`config.mk`:
```
export PLATFORM = sky130hd
export DESIGN_NAME = debugSubsystem
export DESIGN_NICKNAME = d
export VERILOG_FILES = /design/src/common/jtagPkg.sv /design/src/common/memPkg.sv /design/src/hdl/debugRam.sv /design/src/hdl/debugSubsystem.sv /design/src/hdl/pinSync.sv /design/src/jtagPort/debugExecutor.sv /design/src/jtagPort/jtagTap.sv
export SDC_FILE = /design/constraint.sdc
export NUM_CORES = 2
export LEC_CHECK = 0
export ABC_CLOCK_PERIOD_IN_PS = 5200
export BUFFER_PORTS_ARGS = -buffer_cell sky130_fd_sc_hd__buf_2
export CORE_AREA = 8 8 610 672
export CTS_CLUSTER_DIAMETER = 80
export CTS_CLUSTER_SIZE = 28
export DETAILED_ROUTE_END_ITERATION = 10
export DIE_AREA = 0 0 618 680
export GPL_TIMING_DRIVEN = 0
export HOLD_SLACK_MARGIN = 0.15
export SLEW_MARGIN = 20
export SYNTH_ARGS = -nofsm -noshare
export SYNTH_HDL_FRONTEND = slang
export SYNTH_SLANG_ARGS = --single-unit
```
`constraint.sdc`:
```
create_clock -name clk -period 5.2 [get_ports clk]
set_input_delay 0.26 -clock clk [delete_from_list [all_inputs] [get_ports clk]]
set_output_delay 0.26 -clock clk [all_outputs]
set_load 0.05 [all_outputs]
```
`src/common/jtagPkg.sv`:
```
// TAP encoding and command codes for the debug port; codes above 0x07 execute as no operation.
package jtagPkg;

    ///////////////////////////////////////////////////////////////////////
    // Register widths.
    ///////////////////////////////////////////////////////////////////////
    localparam int IR_WIDTH = 8;
    localparam int DR_WIDTH = 16;

    // Simplified six-state TAP.
    typedef enum logic [2:0] {
        IDLE   = 3'b000,
        ISEL   = 3'b001,
        DSEL   = 3'b101,
        ISHFT  = 3'b100,
        DSHFT  = 3'b010,
        UPDATE = 3'b110
    } tapState_t;

    // Host pins, already synchronized to clk inside the core.
    typedef struct packed {
        logic tck;
        logic tms;
        logic tdi;
    } jtagPins_t;

    // MCU flags, read out as the low bits of the status word.
    typedef struct packed {
        logic isPaused;
        logic isBooted;
    } mcuStatus_t;

    ///////////////////////////////////////////////////////////////////////
    // Commands held in the instruction register.
    ///////////////////////////////////////////////////////////////////////
    typedef enum logic [IR_WIDTH-1:0] {
        CMD_NOP        = 8'h00,
        CMD_SET_ADDR   = 8'h01,
        CMD_READ_RAM   = 8'h02,
        CMD_WRITE_RAM  = 8'h03,
        CMD_SCAN_RELAY = 8'h04,
        CMD_SPI_RELAY  = 8'h05,
        CMD_RUN        = 8'h06,
        CMD_PAUSE      = 8'h07
    } jtagCmd_t;

    // Update request from the TAP to the executor.
    typedef struct packed {
        jtagCmd_t            command;
        logic [DR_WIDTH-1:0] data;
    } updateReq_t;

endpackage

```
`src/common/memPkg.sv`:
```
// Debug RAM types; addresses are 16 bits wide but the RAM decodes only its low index bits.
package memPkg;

    // Full address width seen by the host.
    localparam int MEM_ADDR_WIDTH = 16;

    typedef logic [MEM_ADDR_WIDTH-1:0] memAddr_t;
    typedef logic [15:0]               memData_t;

    ///////////////////////////////////////////////////////////////////////
    // Request payload, valid while req is high.
    ///////////////////////////////////////////////////////////////////////
    typedef struct packed {
        logic     write;
        memAddr_t addr;
        memData_t wdata;
    } memReq_t;

endpackage

```
`src/hdl/debugRam.sv`:
```
// Single-port RAM; ack rises RAM_LATENCY cycles after req is first seen, contents come up undefined.
`timescale 1ns/100ps

module debugRam #(
    parameter int RAM_DEPTH   = 256,
    parameter int RAM_LATENCY = 1
) (
    input  logic            clk,
    input  logic            rst,
    input  logic            req,
    input  memPkg::memReq_t memReq,
    output logic            ack,
    output memPkg::memData_t rdata
);

    localparam int IDX_W = $clog2(RAM_DEPTH);
    localparam int CNT_W = (RAM_LATENCY > 1) ? $clog2(RAM_LATENCY) : 1;

    memPkg::memData_t mem [RAM_DEPTH];

    logic [CNT_W-1:0] cnt;
    logic [IDX_W-1:0] idx;
    logic             fire;

    // Low address bits only.
    assign idx  = memReq.addr[IDX_W-1:0];
    assign fire = req && !ack && (cnt == CNT_W'(RAM_LATENCY - 1));

    ///////////////////////////////////////////////////////////////////////
    // Latency counter and four-phase ack.
    ///////////////////////////////////////////////////////////////////////
    always_ff @(posedge clk) begin
        if (rst) begin
            cnt <= '0;
            ack <= 1'b0;
        end else if (fire) begin
            cnt <= '0;
            ack <= 1'b1;
        end else if (req && !ack) begin
            cnt <= cnt + 1'b1;
        end else if (!req) begin
            ack <= 1'b0;
        end
    end

    // Access happens on the ack edge.
    always_ff @(posedge clk) begin
        if (fire) begin
            if (memReq.write) begin
                mem[idx] <= memReq.wdata;
            end
            rdata <= mem[idx];
        end
    end

endmodule

```
`src/hdl/debugSubsystem.sv`:
```
// Debug port top; host must hold TCK at least 8 clk per half period, RAM_LATENCY limited to 1..4.
`timescale 1ns/100ps

module debugSubsystem #(
    parameter int RAM_DEPTH   = 256,
    parameter int RAM_LATENCY = 2
) (
    input  logic                clk,
    input  logic                rst,
    input  jtagPkg::jtagPins_t  jtag,
    input  jtagPkg::mcuStatus_t mcuStatus,
    output logic                jtagTdo,
    output logic                enScanRelay,
    output logic                enSpiRelay,
    output logic                enPaused
);

    jtagPkg::jtagPins_t  syncedPins;
    jtagPkg::mcuStatus_t syncedStatus;

    // TAP to executor.
    logic                updReq;
    jtagPkg::updateReq_t updData;
    logic                updAck;
    memPkg::memData_t    updRdata;
    logic                updRdataValid;

    // Executor to RAM.
    logic             memReqValid;
    memPkg::memReq_t  memReq;
    logic             memAck;
    memPkg::memData_t memRdata;

    ///////////////////////////////////////////////////////////////////////
    // Synchronizers.
    ///////////////////////////////////////////////////////////////////////
    pinSync #(.T(jtagPkg::jtagPins_t)) syncPins_i (
        .clk(clk), .rst(rst), .d(jtag), .q(syncedPins)
    );

    pinSync #(.T(jtagPkg::mcuStatus_t)) syncStatus_i (
        .clk(clk), .rst(rst), .d(mcuStatus), .q(syncedStatus)
    );

    jtagTap jtagTap_i (
        .clk(clk), .rst(rst), .pins(syncedPins), .status(syncedStatus), .tdo(jtagTdo),
        .updReq(updReq), .updData(updData), .updAck(updAck), .updRdata(updRdata),
        .updRdataValid(updRdataValid)
    );

    debugExecutor debugExecutor_i (
        .clk(clk), .rst(rst), .status(syncedStatus),
        .updReq(updReq), .updData(updData), .updAck(updAck),
        .updRdata(updRdata), .updRdataValid(updRdataValid),
        .memReqValid(memReqValid), .memReq(memReq), .memAck(memAck), .memRdata(memRdata),
        .enScanRelay(enScanRelay), .enSpiRelay(enSpiRelay), .enPaused(enPaused)
    );

    debugRam #(.RAM_DEPTH(RAM_DEPTH), .RAM_LATENCY(RAM_LATENCY)) debugRam_i (
        .clk(clk), .rst(rst), .req(memReqValid), .memReq(memReq),
        .ack(memAck), .rdata(memRdata)
    );

endmodule

```
`src/hdl/pinSync.sv`:
```
// Two-flop synchronizer for any packed type; bits are synchronized independently, no bus coherency.
`timescale 1ns/100ps

module pinSync #(
    parameter type T = logic
) (
    input  logic clk,
    input  logic rst,
    input  T     d,
    output T     q
);

    // First stage, may go metastable.
    T meta;

    always_ff @(posedge clk) begin
        if (rst) begin
            meta <= '0;
            q    <= '0;
        end else begin
            meta <= d;
            q    <= meta;
        end
    end

endmodule

```
`src/jtagPort/debugExecutor.sv`:
```
// Executes one command per update; RAM and relay commands need the MCU both paused and booted.
`timescale 1ns/100ps

module debugExecutor (
    input  logic                clk,
    input  logic                rst,
    input  jtagPkg::mcuStatus_t status,
    input  logic                updReq,
    input  jtagPkg::updateReq_t updData,
    output logic                updAck,
    output memPkg::memData_t    updRdata,
    output logic                updRdataValid,
    output logic                memReqValid,
    output memPkg::memReq_t     memReq,
    input  logic                memAck,
    input  memPkg::memData_t    memRdata,
    output logic                enScanRelay,
    output logic                enSpiRelay,
    output logic                enPaused
);

    // Executor sequencing.
    typedef enum logic [1:0] {
        EX_IDLE,
        EX_MEM,
        EX_ACK
    } exState_t;

    exState_t         exState;
    memPkg::memAddr_t addrReg;
    logic             inControl;
    logic             isMemCmd;

    assign inControl = status.isPaused & status.isBooted;
    assign isMemCmd  = (updData.command == jtagPkg::CMD_READ_RAM) ||
                       (updData.command == jtagPkg::CMD_WRITE_RAM);

    ///////////////////////////////////////////////////////////////////////
    // Command decode and handshakes.
    ///////////////////////////////////////////////////////////////////////
    always_ff @(posedge clk) begin
        if (rst) begin
            exState       <= EX_IDLE;
            addrReg       <= '0;
            updAck        <= 1'b0;
            updRdataValid <= 1'b0;
            memReqValid   <= 1'b0;
            enScanRelay   <= 1'b0;
            enSpiRelay    <= 1'b0;
            enPaused      <= 1'b0;
        end else begin
            case (exState)
                EX_IDLE: begin
                    if (updReq) begin
                        // Relays rewritten on every command.
                        enScanRelay <= inControl &&
                                       (updData.command == jtagPkg::CMD_SCAN_RELAY);
                        enSpiRelay  <= inControl &&
                                       (updData.command == jtagPkg::CMD_SPI_RELAY);
                        if (updData.command == jtagPkg::CMD_SET_ADDR) begin
                            addrReg <= updData.data;
                        end
                        // Run and pause differ only in bit 0.
                        if ((updData.command == jtagPkg::CMD_RUN ||
                             updData.command == jtagPkg::CMD_PAUSE) && status.isBooted) begin
                            enPaused <= updData.command[0];
                        end
                        if (isMemCmd && inControl) begin
                            memReqValid <= 1'b1;
                            exState     <= EX_MEM;
                        end else begin
                            // Register-only, blocked or NOP.
                            updAck  <= 1'b1;
                            exState <= EX_ACK;
                        end
                    end
                end
                EX_MEM: begin
                    if (memAck) begin
                        memReqValid   <= 1'b0;
                        updAck        <= 1'b1;
                        updRdataValid <= ~memReq.write;
                        exState       <= EX_ACK;
                    end
                end
                default: begin
                    // Wait for both requests to drop.
                    if (!updReq && !memAck) begin
                        updAck        <= 1'b0;
                        updRdataValid <= 1'b0;
                        exState       <= EX_IDLE;
                    end
                end
            endcase
        end
    end

    // Payload registers.
    always_ff @(posedge clk) begin
        if (exState == EX_IDLE && updReq) begin
            memReq.write <= (updData.command == jtagPkg::CMD_WRITE_RAM);
            memReq.addr  <= addrReg;
            memReq.wdata <= updData.data;
        end
        if (exState == EX_MEM && memAck) begin
            updRdata <= memRdata;
        end
    end

endmodule

```
`src/jtagPort/jtagTap.sv`:
```
// TAP in the clk domain; TCK half period must exceed the executor handshake, edges during it are dropped.
`timescale 1ns/100ps

module jtagTap (
    input  logic                clk,
    input  logic                rst,
    input  jtagPkg::jtagPins_t  pins,
    input  jtagPkg::mcuStatus_t status,
    output logic                tdo,
    output logic                updReq,
    output jtagPkg::updateReq_t updData,
    input  logic                updAck,
    input  memPkg::memData_t    updRdata,
    input  logic                updRdataValid
);

    jtagPkg::tapState_t state;
    jtagPkg::tapState_t stateNext;

    logic [jtagPkg::IR_WIDTH-1:0] iReg;
    logic [jtagPkg::DR_WIDTH-1:0] dReg;

    // TCK edge detection.
    logic tckPrev;
    logic busy;
    logic tckEdge;

    // Handshake in flight, TCK edges are ignored.
    assign busy    = updReq | updAck;
    assign tckEdge = pins.tck & ~tckPrev & ~busy;

    ///////////////////////////////////////////////////////////////////////
    // Next state by TMS.
    ///////////////////////////////////////////////////////////////////////
    always_comb begin
        case (state)
            jtagPkg::IDLE:   stateNext = pins.tms ? jtagPkg::IDLE   : jtagPkg::ISEL;
            jtagPkg::ISEL:   stateNext = pins.tms ? jtagPkg::DSEL   : jtagPkg::ISHFT;
            jtagPkg::DSEL:   stateNext = pins.tms ? jtagPkg::IDLE   : jtagPkg::DSHFT;
            jtagPkg::ISHFT:  stateNext = pins.tms ? jtagPkg::UPDATE : jtagPkg::ISHFT;
            jtagPkg::DSHFT:  stateNext = pins.tms ? jtagPkg::IDLE   : jtagPkg::DSHFT;
            jtagPkg::UPDATE: stateNext = jtagPkg::IDLE;
            default:         stateNext = jtagPkg::IDLE;
        endcase
    end

    ///////////////////////////////////////////////////////////////////////
    // State, shift registers and update handshake.
    ///////////////////////////////////////////////////////////////////////
    always_ff @(posedge clk) begin
        if (rst) begin
            tckPrev <= 1'b0;
            state   <= jtagPkg::IDLE;
            iReg    <= '0;
            dReg    <= '0;
            updReq  <= 1'b0;
        end else begin
            tckPrev <= pins.tck;
            if (tckEdge) begin
                state <= stateNext;
                // Status capture on entry to the instruction shift.
                if (state == jtagPkg::ISEL && !pins.tms) begin
                    iReg <= {{(jtagPkg::IR_WIDTH-2){1'b0}}, status.isPaused, status.isBooted};
                end else if (state == jtagPkg::ISHFT) begin
                    // Exiting edge shifts too.
                    iReg <= {iReg[jtagPkg::IR_WIDTH-2:0], pins.tdi};
                end
                if (state == jtagPkg::DSHFT) begin
                    dReg <= {dReg[jtagPkg::DR_WIDTH-2:0], pins.tdi};
                end
                // Launch on entry to UPDATE.
                if (stateNext == jtagPkg::UPDATE) begin
                    updReq <= 1'b1;
                end
            end else if (updReq && updAck) begin
                updReq <= 1'b0;
                // Read data lands only if the executor allowed it.
                if (updData.command == jtagPkg::CMD_READ_RAM && updRdataValid) begin
                    dReg <= updRdata;
                end
            end
        end
    end

    // Registers are frozen while updReq is high, so the payload is stable.
    assign updData.command = jtagPkg::jtagCmd_t'(iReg);
    assign updData.data    = dReg;

    // Data MSB only while shifting data.
    assign tdo = (state == jtagPkg::DSHFT) ? dReg[jtagPkg::DR_WIDTH-1]
                                           : iReg[jtagPkg::IR_WIDTH-1];

endmodule
```
==> results <==
- The run finished, with violations left.
- The checks that failed: setup timing.
- The cell count after synthesis came out at 7012.
- Among all flip-flop cells after synthesis, the most frequent one is edfxtp_1.
- The worst setup path is captured at a flip-flop.
- The fraction of layout instances using a drive strength above 1 is between 20 and 30%.
- The basic-gate share of the synthesized area counting and, or, nand and nor cells is 1.222%.
- The number of warnings reported in the yosys synthesis log is 0.
- The count of non-filler cells in the finished layout is roughly 13000.
- The detailed-router iteration count before antenna repair is 5.
- The worst path setup slack after routing is -172.4 ps.
- The pin count of the biggest net entering global routing is 30.
- During I/O placement, the number of pins put on the boundary was 11.
- The final cycle utilization of the critical path is 103.3%.
- The clock tree from TritonCTS is built.
- Based on the critical path, the design can be clocked at up to about 0.19 GHz.
- For this run, global-route usage on met3 was measured as 4.112%.
- Once placement completed, the tool counted placed cells totaling between 10000 and 15000.
- The depth of the worst hold-timing path is 3.
- The initial antenna violation count is 27.
- The category of the critical setup timing path is flip-flop to flip-flop.
- The complex-gate fraction of the synthesized area is 3.782%.
- Setup repair after global routing could not meet its margin everywhere.
- The detailed router placed approximately 78000 vias in this run.
- The number of buffers inserted during clock tree synthesis is 182.
- The half-perimeter wire length after detailed placement is about 320000 um.
- The detailed-route vias per instance is between 5 and 6.
- In this run the number of H-tree levels came out at 4.
- After Yosys synthesis, full adders, half adders and majority gates account for 0% of the synthesized area.
- The count of pins over their slew limit came to 0.
- The root buffer selected by CTS is clkbuf_16.
- The worst ir drop on vdd is between 0.3 and 0.4 mV.
- Of the post-synthesis cell area, the part taken by muxes is ~15%.
- In this run the critical register-to-register path is captured at debugRam_i.rdata[3].
- Routability-driven placement finished with a final weighted congestion of around 0.96.
- The die area is approximately 420000 um^2.
- The post-CTS setup-driven buffer insertion count is 0.
- The overall global routing resource usage is between 20% and 30%.
- The die is about 700 um tall.
- The count of buffers from port buffering is 9.
- Data on the critical path arrives at its endpoint at 5910 ps.
- The path depth of the worst reg2reg path is 8.
- Of the total synthesized cell area, the portion taken by XOR and XNOR cells is 0.005517%.
- The clock sink count is 4210.
- The remaining max-slew budget at the tightest pin is 21.53%.
- The register-to-register setup slack is -170 ps.
- The data required time of the worst path is ~5700 ps.
- Once layout is done, the placed cells without fillers occupy roughly 180000 um^2.
- The net count of the finished layout is ~7700.
- The clock input transition at the sequential cells of the worst setup and hold paths is 110 ps.
- The synthesized design contains about 4200 register bits.
- The top cell types in the final layout, fill and taps aside, are edfxtp_1 (4153), mux4_2 (1024), a22oi_1 (512).
- The total length of routed wires is between 400000 and 500000 um.
- The synthesized netlist contains 44 unique library cells.
- The synthesized net count is 7019.
- Sequential cells were found to cover 79.27% of the synthesized design area.
- The die is ~620 um wide.
- The max-cap violation count is 0.
- Global routing consumed, on the met2 layer, 33.97% of the routing resources.
- The remaining antenna violation count after routing is 0.
- Clock latency on the worst-skew pair, taken at its later pin, is ~940 ps.
- The reg-to-reg critical path startpoint is debugExecutor_i.memReq[16].
- The fraction of registers with async set or reset after synthesis is 0%.
- After global routing, the most crowded layer is met2.
- For this run, design rule violations remaining after detail routing come to 0.
- The leakage component of the power is around 0.054 uW.
- Counting the fill cells in the layout gives 33097.
- Counting along the longest clock path gives a buffer depth of 4.
- The routed design could run at a clock period as short as between 5000 and 6000 ps.
- The power density over the cells is between 300 and 400 nW/um^2.
- After floorplanning, the core was divided into roughly 240 placement rows.
- The start point of the worst min-delay path is rst.
- Once layout is complete, the utilization of the core stands at between 40 and 50%.
- The type of the tightest min-delay check is input port to flip-flop.
- The number of hold-slack violations in the final timing report is 0.
- The number of endpoints failing setup at the final stage is 130.
- The combinational family with the most area after synthesis is multiplexers.
- The first-iteration detailed-routing DRC count is approximately 11000.
- The maximum fanout count along the critical path is 12.
- Leaving out fill and tap cells, the most frequent cell in the layout is edfxtp_1.
- The summed instance area of the synthesized netlist is 158800 um^2.
- The launching element type of the critical path is a flip-flop.
- The transition time at the pin with the least slew margin is 1177 ps.
- The number of enable-type register cells in the synthesized netlist is 4153.
- The via count of the first global-routing pass is approximately 78000.
- The met1 capacity usage during global routing is between 20 and 30%.
- The worst-case hold path end point is syncPins_i.q[0].
- In the final routed layout, each cell accounts on average for about 34 um.
- The global route total overflow is 0.
- The post-synthesis area per instance is about 23 um^2.
- The total core area is ~400000 um^2.
- The global-route wire length before repair is between 600000 and 700000 um.
- The area growth from synthesis to layout is 13.24%.
- Between clock sinks in the finished design, the worst skew comes to roughly 61 ps.
- The post-place instance area is between 150000 and 200000 um^2.
- The effective utilization at floorplan is 39.76%.
[worst max-delay path: stages, from the launching register on]
cell and delay, ps:
edfxtp_1 470, buf_2 330, buf_2 780, buf_2 550, mux4_2 560, a22oi_1 260, a21oi_1 380, o41ai_2 1070
nand4_1 520
[what timing repair did]
action | in CTS | in global routing
hold buffers | 16 | 0
gates cloned | 0 | 0
hold endpoints to repair | 57 | 0
gates resized for setup | 5 | 5
setup endpoints to repair | 134 | 248
[how the worst max path moves through the flow]
stage	from	to	slack, ps	depth (start not counted)
2_1_floorplan	debugExecutor_i.memReq[0]	debugRam_i.mem[0][0]	1150	0
3_3_place_gp	debugExecutor_i.memReq[9]	debugRam_i.mem[130][9]	-3650	0
3_5_place_dp	debugExecutor_i.memReq[18]	debugRam_i.mem[95][13]	-250	9
4_1_cts	debugExecutor_i.memReq[17]	debugRam_i.mem[162][11]	7	8
5_1_grt	debugExecutor_i.memReq[18]	debugRam_i.mem[120][4]	-80	9
6_report	debugExecutor_i.memReq[16]	debugRam_i.rdata[3]	-170	8
[layer usage]
metal	vias up	wire length [um]	share of wire, %
li1	31266	-	-
met1	42529	170200	38
met2	3840	216800	48
met3	695	39980	8.9
met4	6	24150	5.4
met5	-	41	0.0091
[power breakdown]
part           switching, uW  internal (uW)
logic                   69.2           42.8
registers               5.52          36600
clock network          10400           7040
total                  10500          43700
[sequential cells by signal, indices dropped and copies added (netlist names)]
register                       cells
debugExecutor_i.addrReg            8
debugExecutor_i.enPaused           1
debugExecutor_i.enScanRelay        1
debugExecutor_i.enSpiRelay         1
debugExecutor_i.exState            2
debugExecutor_i.memReq            25
debugExecutor_i.memReqValid        1
debugExecutor_i.updAck             1
debugExecutor_i.updRdata          16
debugExecutor_i.updRdataValid      1
debugRam_i.ack                     1
debugRam_i.cnt                     1
debugRam_i.mem                  4096
debugRam_i.rdata                  16
jtagTap_i.dReg                    16
jtagTap_i.iReg                     8
jtagTap_i.state                    3
jtagTap_i.tckPrev                  1
jtagTap_i.updReq                   1
syncPins_i.meta                    3
syncPins_i.q                       3
syncStatus_i.meta                  2
syncStatus_i.q                     2
[per-stage QoR]
step / hold WS (ps) / total power (uW) / setup WS (ps) / TNS [ps]
after global placement: 410.1 / 37530 / -3652 / -
after floorplan: 388.2 / 37490 / 1154 / 0
final: 371.1 / 54220 / -172.4 / -4984
after detailed placement: 404.5 / 37530 / -254.8 / -13140
after CTS: 289.1 / 54480 / 7.478 / 0
after global routing: 382.4 / 55420 / -81.01 / -2108
[cells in the mapped netlist (all sizes together), types with 2 or more instances]
master  instances  area share [%]
nand3          14           0.044
and2            3           0.012
and3            2          0.0079
a21o            2          0.0095
nor3b           4           0.019
buf           139            0.43
nand4b          2           0.011
a22oi         512             2.4
mux4         1024              15
nor4b           2           0.015
a211oi          3           0.014
o41ai          64            0.35
nand2b          6           0.024
nor3            3          0.0095
inv             2          0.0047
edfxtp       4153              79
a311oi         17           0.094
dfxtp          57            0.72
a21oi         273            0.86
nor2          298            0.70
nor2b          20           0.079
clkbuf        290            0.69
mux2i          11           0.069
and4b           2           0.013
nand3b          2          0.0095
nand4          18           0.071
nand2          76            0.18
[kinds of logic after synthesis]
kind of cell              Yosys count
AOI/OAI and AO/OA                 877
buffers and inverters             431
and+or+nand+nor                   457
muxes                            1036
xor gates and xnor gates            1
DFF                              4210
[layout make-up]
| cell class | instances | area [um^2] | area share [%] |
|---|---|---|---|
| Antenna cell | 16 | 40.04 | 0.02227 |
| Buffer | 428 | 1854 | 1.031 |
| Clock buffer | 210 | 4787 | 2.663 |
| Clock inverter | 48 | 595.6 | 0.3313 |
| Inverter | 2 | 7.507 | 0.004176 |
| Multi-Input combinational cell | 2371 | 32170 | 17.89 |
| Sequential cell | 4210 | 125900 | 70.00 |
| Tap cell | 5289 | 6618 | 3.681 |
| Timing Repair Buffer | 538 | 7854 | 4.369 |
Power figures use the tool's default switching activity.
